$ cat src/include/perf_defs.svh
`ifndef PERF_DEFS_SVH
`define PERF_DEFS_SVH

// Width of the live and snapshot counters
`define PERF_CNT_W 32

// One SPI command byte
`define PERF_CMD_W 8

// Read frame shifted out after a read command
`define PERF_FRAME_W `PERF_CNT_W

// Flops in front of the SPI pins
`define PERF_SYNC_STAGES 2

`endif

$ cat src/hdl/perf_pkg.sv
`include "perf_defs.svh"

package perf_pkg;

  // Counter value shared by live and snapshot registers
  typedef logic [`PERF_CNT_W-1:0] perf_cnt_t;

  // Host command bytes
  typedef enum logic [`PERF_CMD_W-1:0] {
    CMD_RD_INST   = 8'h01,
    CMD_RD_HIT    = 8'h02,
    CMD_RD_STATUS = 8'h03,
    CMD_CLEAR     = 8'h10,
    CMD_SNAP      = 8'h20,
    CMD_ENABLE    = 8'h40,
    CMD_DISABLE   = 8'h41
  } perf_cmd_e;

  // Source of the read frame
  typedef enum logic [1:0] {
    RSEL_INST,
    RSEL_HIT,
    RSEL_STATUS,
    RSEL_NONE
  } perf_rsel_e;

endpackage

$ cat src/hdl/perf_event_gen.sv
`timescale 1ns/1ns

module perf_event_gen (
  input  logic clk_l1,
  input  logic rst_n,
  input  logic enable,
  input  logic icc_halt,
  input  logic dcc_halt,
  input  logic wrong,
  output logic retire,
  output logic hit
);

  // Mispredict flag from the previous cycle
  logic wrong_dl;
  logic retire_c;
  logic hit_c;

  // An instruction retires when no cache stalls the pipe
  assign retire_c = enable && !icc_halt && !dcc_halt;

  // Two slots are flushed after a mispredict
  assign hit_c = retire_c && !wrong && !wrong_dl;

  always_ff @(posedge clk_l1) begin
    if (!rst_n) begin
      wrong_dl <= 1'b0;
      retire   <= 1'b0;
      hit      <= 1'b0;
    end else begin
      // Tracked during halts as well
      wrong_dl <= wrong;
      retire   <= retire_c;
      hit      <= hit_c;
    end
  end

endmodule

$ cat src/hdl/perf_counters.sv
`timescale 1ns/1ns

module perf_counters
  import perf_pkg::*;
(
  input  logic      clk_l1,
  input  logic      rst_n,
  input  logic      retire,
  input  logic      hit,
  input  logic      clear,
  input  logic      snap,
  output perf_cnt_t inst_snap,
  output perf_cnt_t hit_snap
);

  `include "perf_defs.svh"

  perf_cnt_t inst_cnt;
  perf_cnt_t hit_cnt;

  //////////////////////////////////////////////////
  // Live counters, wrap at full width
  //////////////////////////////////////////////////
  always_ff @(posedge clk_l1) begin
    if (!rst_n) begin
      inst_cnt <= '0;
      hit_cnt  <= '0;
    end else if (clear) begin
      // Clear has priority over events
      inst_cnt <= '0;
      hit_cnt  <= '0;
    end else begin
      if (retire) begin
        inst_cnt <= inst_cnt + 1'b1;
      end
      if (hit) begin
        hit_cnt <= hit_cnt + 1'b1;
      end
    end
  end

  //////////////////////////////////////////////////
  // Snapshot pair read by the host
  //////////////////////////////////////////////////
  always_ff @(posedge clk_l1) begin
    if (!rst_n || clear) begin
      inst_snap <= '0;
      hit_snap  <= '0;
    end else if (snap) begin
      // Both words frozen in the same cycle
      inst_snap <= inst_cnt;
      hit_snap  <= hit_cnt;
    end
  end

endmodule

$ cat src/hdl/perf_regs.sv
`timescale 1ns/1ns

module perf_regs
  import perf_pkg::*;
(
  input  logic                   clk_l1,
  input  logic                   rst_n,
  input  logic [`PERF_CMD_W-1:0] cmd,
  input  logic                   cmd_valid,
  input  perf_cnt_t              inst_snap,
  input  perf_cnt_t              hit_snap,
  output logic                   enable,
  output logic                   clear,
  output logic                   snap,
  output perf_cnt_t              rd_data
);

  `include "perf_defs.svh"

  perf_cmd_e  cmd_e;
  perf_rsel_e rsel;

  assign cmd_e = perf_cmd_e'(cmd);

  //////////////////////////////////////////////////
  // Control decode
  //////////////////////////////////////////////////

  // Single-cycle pulses straight from the decode
  assign clear = cmd_valid && (cmd_e == CMD_CLEAR);
  assign snap  = cmd_valid && (cmd_e == CMD_SNAP);

  always_ff @(posedge clk_l1) begin
    if (!rst_n) begin
      enable <= 1'b0;
    end else if (cmd_valid) begin
      if (cmd_e == CMD_ENABLE) begin
        enable <= 1'b1;
      end else if (cmd_e == CMD_DISABLE) begin
        enable <= 1'b0;
      end
    end
  end

  //////////////////////////////////////////////////
  // Read path
  //////////////////////////////////////////////////
  always_comb begin
    case (cmd_e)
      CMD_RD_INST:   rsel = RSEL_INST;
      CMD_RD_HIT:    rsel = RSEL_HIT;
      CMD_RD_STATUS: rsel = RSEL_STATUS;
      default:       rsel = RSEL_NONE;
    endcase
  end

  // Unknown and write commands read back as zero
  always_comb begin
    case (rsel)
      RSEL_INST:   rd_data = inst_snap;
      RSEL_HIT:    rd_data = hit_snap;
      RSEL_STATUS: rd_data = {{(`PERF_CNT_W-1){1'b0}}, enable};
      default:     rd_data = '0;
    endcase
  end

endmodule

$ cat src/hdl/spi_slave.sv
`timescale 1ns/1ns

module spi_slave
  import perf_pkg::*;
(
  input  logic                   clk_l1,
  input  logic                   rst_n,
  input  logic                   sclk,
  input  logic                   ss_n,
  input  logic                   mosi,
  input  logic                   cpol,
  input  logic                   cpha,
  input  perf_cnt_t              rd_data,
  output logic [`PERF_CMD_W-1:0] cmd,
  output logic                   cmd_valid,
  output logic                   miso
);

  `include "perf_defs.svh"

  localparam int BIT_CNT_W = $clog2(`PERF_CMD_W);

  logic [`PERF_SYNC_STAGES-1:0] sclk_sync;
  logic [`PERF_SYNC_STAGES-1:0] ss_sync;
  logic [`PERF_SYNC_STAGES-1:0] mosi_sync;
  logic                         sclk_dl;
  logic                         sclk_s;
  logic                         mosi_s;
  logic                         ss_act;
  logic                         rise;
  logic                         fall;
  logic                         lead_edge;
  logic                         trail_edge;
  logic                         sample_edge;
  logic                         shift_edge;
  logic [BIT_CNT_W-1:0]         bit_cnt;
  logic [`PERF_CMD_W-1:0]       rx_sr;
  logic                         cmd_done;
  logic [`PERF_FRAME_W-1:0]     tx_sr;

  //////////////////////////////////////////////////
  // Pin synchronizers and edge detect
  //////////////////////////////////////////////////
  always_ff @(posedge clk_l1) begin
    if (!rst_n) begin
      // Idle clock level follows the cpol strap
      sclk_sync <= {`PERF_SYNC_STAGES{cpol}};
      sclk_dl   <= cpol;
      ss_sync   <= '1;
    end else begin
      sclk_sync <= {sclk_sync[`PERF_SYNC_STAGES-2:0], sclk};
      sclk_dl   <= sclk_s;
      ss_sync   <= {ss_sync[`PERF_SYNC_STAGES-2:0], ss_n};
    end
  end

  always_ff @(posedge clk_l1) begin
    mosi_sync <= {mosi_sync[`PERF_SYNC_STAGES-2:0], mosi};
  end

  assign sclk_s = sclk_sync[`PERF_SYNC_STAGES-1];
  assign mosi_s = mosi_sync[`PERF_SYNC_STAGES-1];
  assign ss_act = !ss_sync[`PERF_SYNC_STAGES-1];

  assign rise = ss_act && sclk_s && !sclk_dl;
  assign fall = ss_act && !sclk_s && sclk_dl;

  // Leading edge is the one leaving the idle level
  assign lead_edge  = cpol ? fall : rise;
  assign trail_edge = cpol ? rise : fall;

  // cpha picks which edge samples and which one drives
  assign sample_edge = cpha ? trail_edge : lead_edge;
  assign shift_edge  = cpha ? lead_edge : trail_edge;

  //////////////////////////////////////////////////
  // Command receive
  //////////////////////////////////////////////////
  always_ff @(posedge clk_l1) begin
    if (!rst_n || !ss_act) begin
      // Partial bytes are dropped when select goes away
      bit_cnt   <= '0;
      cmd_done  <= 1'b0;
      cmd_valid <= 1'b0;
    end else begin
      cmd_valid <= 1'b0;
      if (sample_edge && !cmd_done) begin
        bit_cnt <= bit_cnt + 1'b1;
        if (bit_cnt == BIT_CNT_W'(`PERF_CMD_W - 1)) begin
          cmd_done  <= 1'b1;
          cmd_valid <= 1'b1;
        end
      end
    end
  end

  // MSB first
  always_ff @(posedge clk_l1) begin
    if (sample_edge && !cmd_done) begin
      rx_sr <= {rx_sr[`PERF_CMD_W-2:0], mosi_s};
      if (bit_cnt == BIT_CNT_W'(`PERF_CMD_W - 1)) begin
        cmd <= {rx_sr[`PERF_CMD_W-2:0], mosi_s};
      end
    end
  end

  //////////////////////////////////////////////////
  // Read frame transmit
  //////////////////////////////////////////////////

  // Frame loaded while cmd_valid is high, rd_data decodes from cmd
  always_ff @(posedge clk_l1) begin
    if (cmd_valid) begin
      tx_sr <= rd_data;
    end else if (shift_edge && cmd_done) begin
      tx_sr <= {tx_sr[`PERF_FRAME_W-2:0], 1'b0};
    end
  end

  // First drive edge after the command byte puts out bit 31
  always_ff @(posedge clk_l1) begin
    if (!rst_n || !ss_act) begin
      miso <= 1'b0;
    end else if (shift_edge && cmd_done && !cmd_valid) begin
      miso <= tx_sr[`PERF_FRAME_W-1];
    end
  end

endmodule

$ cat src/hdl/perf_mon_top.sv
`timescale 1ns/1ns

module perf_mon_top
  import perf_pkg::*;
(
  input  logic clk_l1,
  input  logic rst_n,
  input  logic icc_halt,
  input  logic dcc_halt,
  input  logic wrong,
  input  logic sclk,
  input  logic ss_n,
  input  logic mosi,
  input  logic cpol,
  input  logic cpha,
  output logic miso
);

  `include "perf_defs.svh"

  logic                   enable;
  logic                   retire;
  logic                   hit;
  logic                   clear;
  logic                   snap;
  logic [`PERF_CMD_W-1:0] cmd;
  logic                   cmd_valid;
  perf_cnt_t              inst_snap;
  perf_cnt_t              hit_snap;
  perf_cnt_t              rd_data;

  //////////////////////////////////////////////////
  // Event path
  //////////////////////////////////////////////////
  perf_event_gen perf_event_gen_i (
    .clk_l1   (clk_l1),
    .rst_n    (rst_n),
    .enable   (enable),
    .icc_halt (icc_halt),
    .dcc_halt (dcc_halt),
    .wrong    (wrong),
    .retire   (retire),
    .hit      (hit)
  );

  perf_counters perf_counters_i (
    .clk_l1    (clk_l1),
    .rst_n     (rst_n),
    .retire    (retire),
    .hit       (hit),
    .clear     (clear),
    .snap      (snap),
    .inst_snap (inst_snap),
    .hit_snap  (hit_snap)
  );

  //////////////////////////////////////////////////
  // Host access
  //////////////////////////////////////////////////
  perf_regs perf_regs_i (
    .clk_l1    (clk_l1),
    .rst_n     (rst_n),
    .cmd       (cmd),
    .cmd_valid (cmd_valid),
    .inst_snap (inst_snap),
    .hit_snap  (hit_snap),
    .enable    (enable),
    .clear     (clear),
    .snap      (snap),
    .rd_data   (rd_data)
  );

  spi_slave spi_slave_i (
    .clk_l1    (clk_l1),
    .rst_n     (rst_n),
    .sclk      (sclk),
    .ss_n      (ss_n),
    .mosi      (mosi),
    .cpol      (cpol),
    .cpha      (cpha),
    .rd_data   (rd_data),
    .cmd       (cmd),
    .cmd_valid (cmd_valid),
    .miso      (miso)
  );

endmodule

$ cat config.mk
export PLATFORM = sky130hd
export DESIGN_NAME = perf_mon_top
export DESIGN_NICKNAME = d
export VERILOG_FILES = /design/src/hdl/perf_pkg.sv /design/src/hdl/perf_event_gen.sv /design/src/hdl/perf_counters.sv /design/src/hdl/perf_regs.sv /design/src/hdl/spi_slave.sv /design/src/hdl/perf_mon_top.sv
export VERILOG_INCLUDE_DIRS = /design/src /design/src/include
export SDC_FILE = /design/constraint.sdc
export NUM_CORES = 1
export LEC_CHECK = 0
export ABC_AREA = 1
export BUFFER_PORTS_ARGS = -buffer_cell sky130_fd_sc_hd__buf_4
export CAP_MARGIN = 30
export CORE_ASPECT_RATIO = 1.5
export CORE_MARGIN = 2
export CORE_UTILIZATION = 60
export CTS_BUF_LIST = sky130_fd_sc_hd__clkbuf_8
export DETAILED_ROUTE_END_ITERATION = 8
export MAX_ROUTING_LAYER = met4
export PLACE_DENSITY = 0.82
export REMOVE_ABC_BUFFERS = 1
export SLEW_MARGIN = 20
export SYNTH_ARGS = -nofsm -noshare
export SYNTH_HDL_FRONTEND = slang
export SYNTH_SLANG_ARGS = --single-unit
$ cat constraint.sdc
create_clock -name clk_l1 -period 2.8 [get_ports clk_l1]
set_input_delay 0.42 -clock clk_l1 [delete_from_list [all_inputs] [get_ports clk_l1]]
set_output_delay 0.42 -clock clk_l1 [all_outputs]
set_load 0.01 [all_outputs]
# Word level (Yosys, flattened, before mapping)
# Index checks and enable logic that the tools add are counted.
# Widths: inputs -> output; s select.
# totals
regBits	192
latchBits	0
ram_bits	0
rom_bits	0
input_bits	10
output_inout_bits	1
word_cells	79
mem_count	0
# classes
addsub	3
mul	0
div_mod_pow	0
magnitude_cmp	0
eq_ne	10
shifts	0
muxes	13
n_bitwise	2
n_reduce_logical	32
# ops
cell	count
$pmux 32 s3	1
$add 32x1->32 const B	2
$mux 32	2
$eq 8x2->1 const B	2
$eq 8x7->1 const B	2
$logic_and 1x1->1	13
$logic_not 1->1	10
$eq 8x1->1 const B	1
$eq 8x5->1 const B	1
$eq 8x6->1 const B	1
$mux 1	8
$pmux 2 s3	1
$reduce_and 2->1	2
$reduce_bool 2->1	2
$reduce_or 2->1	2
$add 3x1->3 const B	1
$eq 3x3->1 const B	1
$eq 2x1->1 const B	1
$eq 2x2->1 const B	1
$logic_not 2->1	1
$logic_or 1x1->1	2
$mux 2	1
$not 1->1	2

# Logic depth before layout (Yosys ltp)
# logic_depth
word_depth	8
depth_mapped	10

# By module
# From an unflattened synthesis, not the netlist that was laid out.
# hier_totals
cells_unflattened	1199
hier_area_um2	8939.8
# modules_own_cells
module	n_inst	cells_each	area_each_um2
perf_counters	1	826	5829.3
spi_slave	1	222	2323.5
perf_regs	1	139	690.7
perf_event_gen	1	12	96.3

# Worst setup path before layout
# Ideal clock, no wire load.
# synth_path
path_type	input-to-reg
startpoint	input port cpol
endpoint	register spi_slave_i.tx_sr[0] (enable)
arrival_ps	1434
path_slack_ps	977
stages	5
path_cell_list	inv_1 > nand3_1 > nand3_1 > nand3_1 > nand2_1
# synth_between
elab_chain_cells	4
# synth_lines
element	line	source
start, declared	perf_mon_top.sv:14	input logic cpol,
$mux 1, on equally long branches	spi_slave.sv:70, spi_slave.sv:69	
$mux 1 *	spi_slave.sv:74	assign shift_edge = cpha ? lead_edge : trail_edge;
$logic_and 1x1->1 *	spi_slave.sv:115	end else if (shift_edge && cmd_done) begin
$reduce_bool 2->1 (no line) *	--	
end signal, assigned	spi_slave.sv:114	tx_sr <= rd_data;
end signal, assigned	spi_slave.sv:116	tx_sr <= {tx_sr[`PERF_FRAME_W-2:0], 1'b0};
end, declared	spi_slave.sv:39	logic [`PERF_FRAME_W-1:0] tx_sr;
# Mark *: on every way between the ends. The rest lies on a longest branch, timed or not.
# A chain may end at the register's enable or synchronous reset.

# Worst setup path in the final report
# layout_path
startpoint	register spi_slave_i.sclk_sync[1]
endpoint	register spi_slave_i.cmd[2] (enable)
# layout_between
elab_chain_cells	7
# layout_lines
element	line	source
start, declared	spi_slave.sv:23	logic [`PERF_SYNC_STAGES-1:0] sclk_sync;
start signal, assigned	spi_slave.sv:47	sclk_sync <= {`PERF_SYNC_STAGES{cpol}};
start signal, assigned	spi_slave.sv:51	sclk_sync <= {sclk_sync[`PERF_SYNC_STAGES-2:0], sclk};
$logic_not 1->1	spi_slave.sv:66	assign fall = ss_act && !sclk_s && sclk_dl;
$logic_and 1x1->1 (2 in series)	spi_slave.sv:66	
$mux 1, on equally long branches	spi_slave.sv:69, spi_slave.sv:70	
$mux 1 *	spi_slave.sv:73	assign sample_edge = cpha ? trail_edge : lead_edge;
$logic_and 1x1->1 *	spi_slave.sv:99	if (sample_edge && !cmd_done) begin
$reduce_and 2->1 (no line) *	--	
end signal, assigned	spi_slave.sv:102	cmd <= {rx_sr[`PERF_CMD_W-2:0], mosi_s};
end, declared	spi_slave.sv:14	output logic [`PERF_CMD_W-1:0] cmd,
# Marks and branches as above.

==> run summary <==
The total inserted antenna cells is 0. For this run, the post-layout net count is 1163. The die area came out at roughly 15000 sq um. In the layout the commonest cells are 450 x sky130_fd_sc_hd__nand2_1, 145 x sky130_fd_sc_hd__dfxtp_1, 104 x sky130_fd_sc_hd__nor2_1, 95 x sky130_fd_sc_hd__a21oi_1, 76 x sky130_fd_sc_hd__nand3_1.

The cell area power density came out at 492 nW/um^2. The number of antenna violations at the first check in global routing is 0. The average routed wire per standard cell came out at 14.1 microns. The clock input transition at the sequential cells of the worst setup and hold paths is approximately 100 ps. The number of rows created at floorplan came out at 53. Along the worst path, the maximum fanout reaches 9.

The most common cell after layout, fill and taps aside is sky130_fd_sc_hd__nand2_1. The synthesized instance count is 1154. The count of instances resized after the clock tree is built is 0. The largest net degree at the start of global routing is 100.

The proportion of netlist area held by the largest area contributor came out at 0.334. The total length of routed wires is 19000 microns. The HPWL after detailed placement is 13100 microns. The post-route clock skew is 13.8 ps. TritonCTS built the clock tree. The cts-stage hold buffer count came out at 0.

Of all flip-flops after synthesis, the portion carrying an async set or reset was 0. The residual overflow from global routing came out at 0. Of the cells placed in the final design, the portion with a size suffix greater than 1 is 0.0843. The first TritonRoute pass finished after 5 iterations.

The area of the mapped netlist is 8680 sq um. After detailed routing, the number of remaining DRC violations is 0. The fmax is 538 MHz. The part of the Yosys area used for sequential elements is 0.497. The logic depth of the worst register-to-register path came out at 6. The final-report max-slew violation count is 0. In this run the number of H-tree levels came out at 4. The clock network latency to the later pin of the worst-skew pair came out at approximately 460 ps. After the first detailed-routing iteration, the DRC count stood at approximately 380.

The first global-routing pass estimated between 30000 and 40000 microns of wire. Max-cap violations in this run came to 0. In this run the worst setup path begins at spi_slave_i.sclk_sync[1]. The post-synthesis sequential element count is 192. The worst setup path is captured at a flip-flop.

The endpoint identified for the worst register-to-register timing path is spi_slave_i.cmd[2]. Grouping stages by cell kind, the critical path spends the most delay in simple AND/OR/NAND/NOR gates. The number of warnings printed during yosys synthesis is 0. The number of global-route vias before repair is between 6000 and 7000. The signal on the critical path passes through inv_1 > nor2_1 > nand3_1 > nand3_1 > nand3b_1 > nor2_1.

Setup violations remaining at the end of the flow were counted as 0. The largest stage delay on the critical path came out at slightly below 600 ps. The area inside the core boundary is 14100 sq um.

After synthesis, the cell types taking the most area are sky130_fd_sc_hd__dfxtp_1 33%, sky130_fd_sc_hd__nand2_1 19%, sky130_fd_sc_hd__edfxtp_1 16%. The mean instance size in the synthesized netlist is 7.53 sq um. The number of sinks on the clock net is 192.

After detailed routing, the number of vias per cell comes to 5.36. The count of buffers added by post-CTS timing repair for setup came out at 0. The number of flops mapped to enable cells by yosys came out at 47. The cell depth of the worst hold path is 1. In this run the critical register-to-register path is launched from spi_slave_i.sclk_sync[1]. Data on the critical path arrives at its endpoint at 1950 ps. Fill cells in the final layout number about 1300. The worst setup slack for register-to-register paths came out at 940 ps. The flow ran to the end, and the final reports show no timing, DRC or antenna violations. The category of the most critical setup path is reg2reg. From left edge to right edge, the die measures 102 microns. The transition time of the tightest slew-check pin is 697 ps. For the finished layout, the period the worst path requires is ~1900 ps. The main flop type after synthesis is sky130_fd_sc_hd__dfxtp_1. The worst pin sits at a relative slew slack of 0.533. For this run, the total global-route usage over all layers was measured as 0.263. The area growth from synthesis to layout is 6.28%. The endpoint of the worst setup timing path is spi_slave_i.cmd[2]. Setup repair after global routing left no endpoint under its margin.

For this design the top-level I/O count stands at 11. The tightest min-delay check is of the in2reg type. The sum of negative setup slack is 0 ps. The finished layout holds 1354 standard cells, fillers aside. The number of buffers added on ports is 10. The worst path buffer plus inverter count is 1.

The post-synthesis cell type count is 42. The worst-case vdd ir drop came out at ~0.00029 V. The vertical die dimension is roughly 150 microns. The total number of cells along the worst setup path is 6. The total CTS buffers is 17. The leakage component of the power is around 3.5 nW. The placed cell count is 1322. The initial core utilization is 0.618. The hold violation total from the final report came out at 0. For this design, the slowest cell found on the critical path is sky130_fd_sc_hd__nor2_1. The residual antenna-violating net count after detailed routing is 0.

The biggest area consumer among synthesized cells is sky130_fd_sc_hd__dfxtp_1. The global placement routability congestion came out at 0.888. The final clock period utilization by the worst path came out at 0.664. The longest clock path from root to sink contains 2 buffers.

The required time at the endpoint of the critical path is 2890 ps. Detailed routing inserted a total of 7261 vias. The tree is rooted in a sky130_fd_sc_hd__clkbuf_8. The kind of start point of the critical path is a flip-flop.
-- layer usage --
layer  GRT usage  share of wire  vias to the layer above
met5           -              0                        -
met4      0.0940          0.018                        0
met3      0.0397          0.038                       28
met2       0.477           0.54                      161
met1       0.288           0.40                     3384
li1            -              -                     3688
-- report_power, final --
part           internal [W]  switching [W]  leakage [nW]
clock network      0.000660       0.000965         0.179
logic             0.0000208      0.0000523          1.71
registers           0.00284     0.00000622          1.60
total               0.00352        0.00102          3.49
-- cell families (layout without fill, tap and decap cells) --
| kind of cell | Yosys count | count (layout) | synth area share |
|---|---|---|---|
| fa+ha+maj | 4 | 4 | 0.00576 |
| flops | 192 | 192 | 0.497 |
| buf+inv | 122 | 130 | 0.0607 |
| compound gates | 116 | 116 | 0.0707 |
| xor+xnor | 16 | 16 | 0.0161 |
| simple gates | 704 | 704 | 0.350 |
-- worst register-to-register path: stages, from the launching register on --
cell and delay, ps:
sky130_fd_sc_hd__dfxtp_1 340, sky130_fd_sc_hd__inv_1 50, sky130_fd_sc_hd__nor2_1 130, sky130_fd_sc_hd__nand3_1 110
sky130_fd_sc_hd__nand3_1 90, sky130_fd_sc_hd__nand3b_1 190, sky130_fd_sc_hd__nor2_1 590
-- synth_stat cells (8+ instances only) --
cell type and number:
sky130_fd_sc_hd__a21oi_1 95, sky130_fd_sc_hd__buf_2 25, sky130_fd_sc_hd__clkbuf_1 9, sky130_fd_sc_hd__dfxtp_1 145, sky130_fd_sc_hd__edfxtp_1 47, sky130_fd_sc_hd__inv_1 70
sky130_fd_sc_hd__nand2_1 451, sky130_fd_sc_hd__nand3_1 76, sky130_fd_sc_hd__nand4_1 14, sky130_fd_sc_hd__nor2_1 104, sky130_fd_sc_hd__nor2_4 9, sky130_fd_sc_hd__nor3_1 12
sky130_fd_sc_hd__o21ai_0 10, sky130_fd_sc_hd__xnor2_1 8, sky130_fd_sc_hd__xor2_1 8
-- state kept, by name, indices dropped and copies added, names as in the netlist, 3 cells and up --
signal / count
spi_slave_i.tx_sr: 32
perf_counters_i.inst_cnt: 32
spi_slave_i.rx_sr: 7
perf_counters_i.inst_snap: 32
perf_counters_i.hit_cnt: 32
spi_slave_i.bit_cnt: 3
spi_slave_i.cmd: 8
perf_counters_i.hit_snap: 32
-- worst min path at each step --
stage / slack (ps) / endpoint / from
floorplan: 310 / spi_slave_i.mosi_sync[1] / spi_slave_i.mosi_sync[0]
global placement: 320 / spi_slave_i.mosi_sync[1] / spi_slave_i.mosi_sync[0]
detailed placement: 340 / spi_slave_i.mosi_sync[1] / spi_slave_i.mosi_sync[0]
CTS: 40 / spi_slave_i.mosi_sync[0] / mosi
global route: 40 / spi_slave_i.mosi_sync[0] / mosi
finish: 60 / spi_slave_i.mosi_sync[0] / mosi
-- area by class of cell --
class / count / area (sq um) / area share
repair buffers: 20 / 175 / 0.0190
well taps: 192 / 240 / 0.0260
clock buffers: 19 / 262 / 0.0283
multi-input cells: 840 / 3860 / 0.418
inverters: 78 / 293 / 0.0317
flip-flops and latches: 192 / 4310 / 0.467
clock inverters: 13 / 88.8 / 0.00962
-- metrics by stage --
stage	power (W)	hold slack [ps]	util	setup slack (ps)	instance area (sq um)
after global placement	0.00298	318	0.632	932	8880
after floorplan	0.00295	310	-	33.1	8450
after global routing	0.00469	35.1	0.657	791	9230
after detailed placement	0.00298	336	0.632	822	8880
final	0.00454	55.5	0.657	942	9230
after CTS	0.00457	39.9	0.657	941	9230
Note: power is estimated with default switching activity, not from simulation.
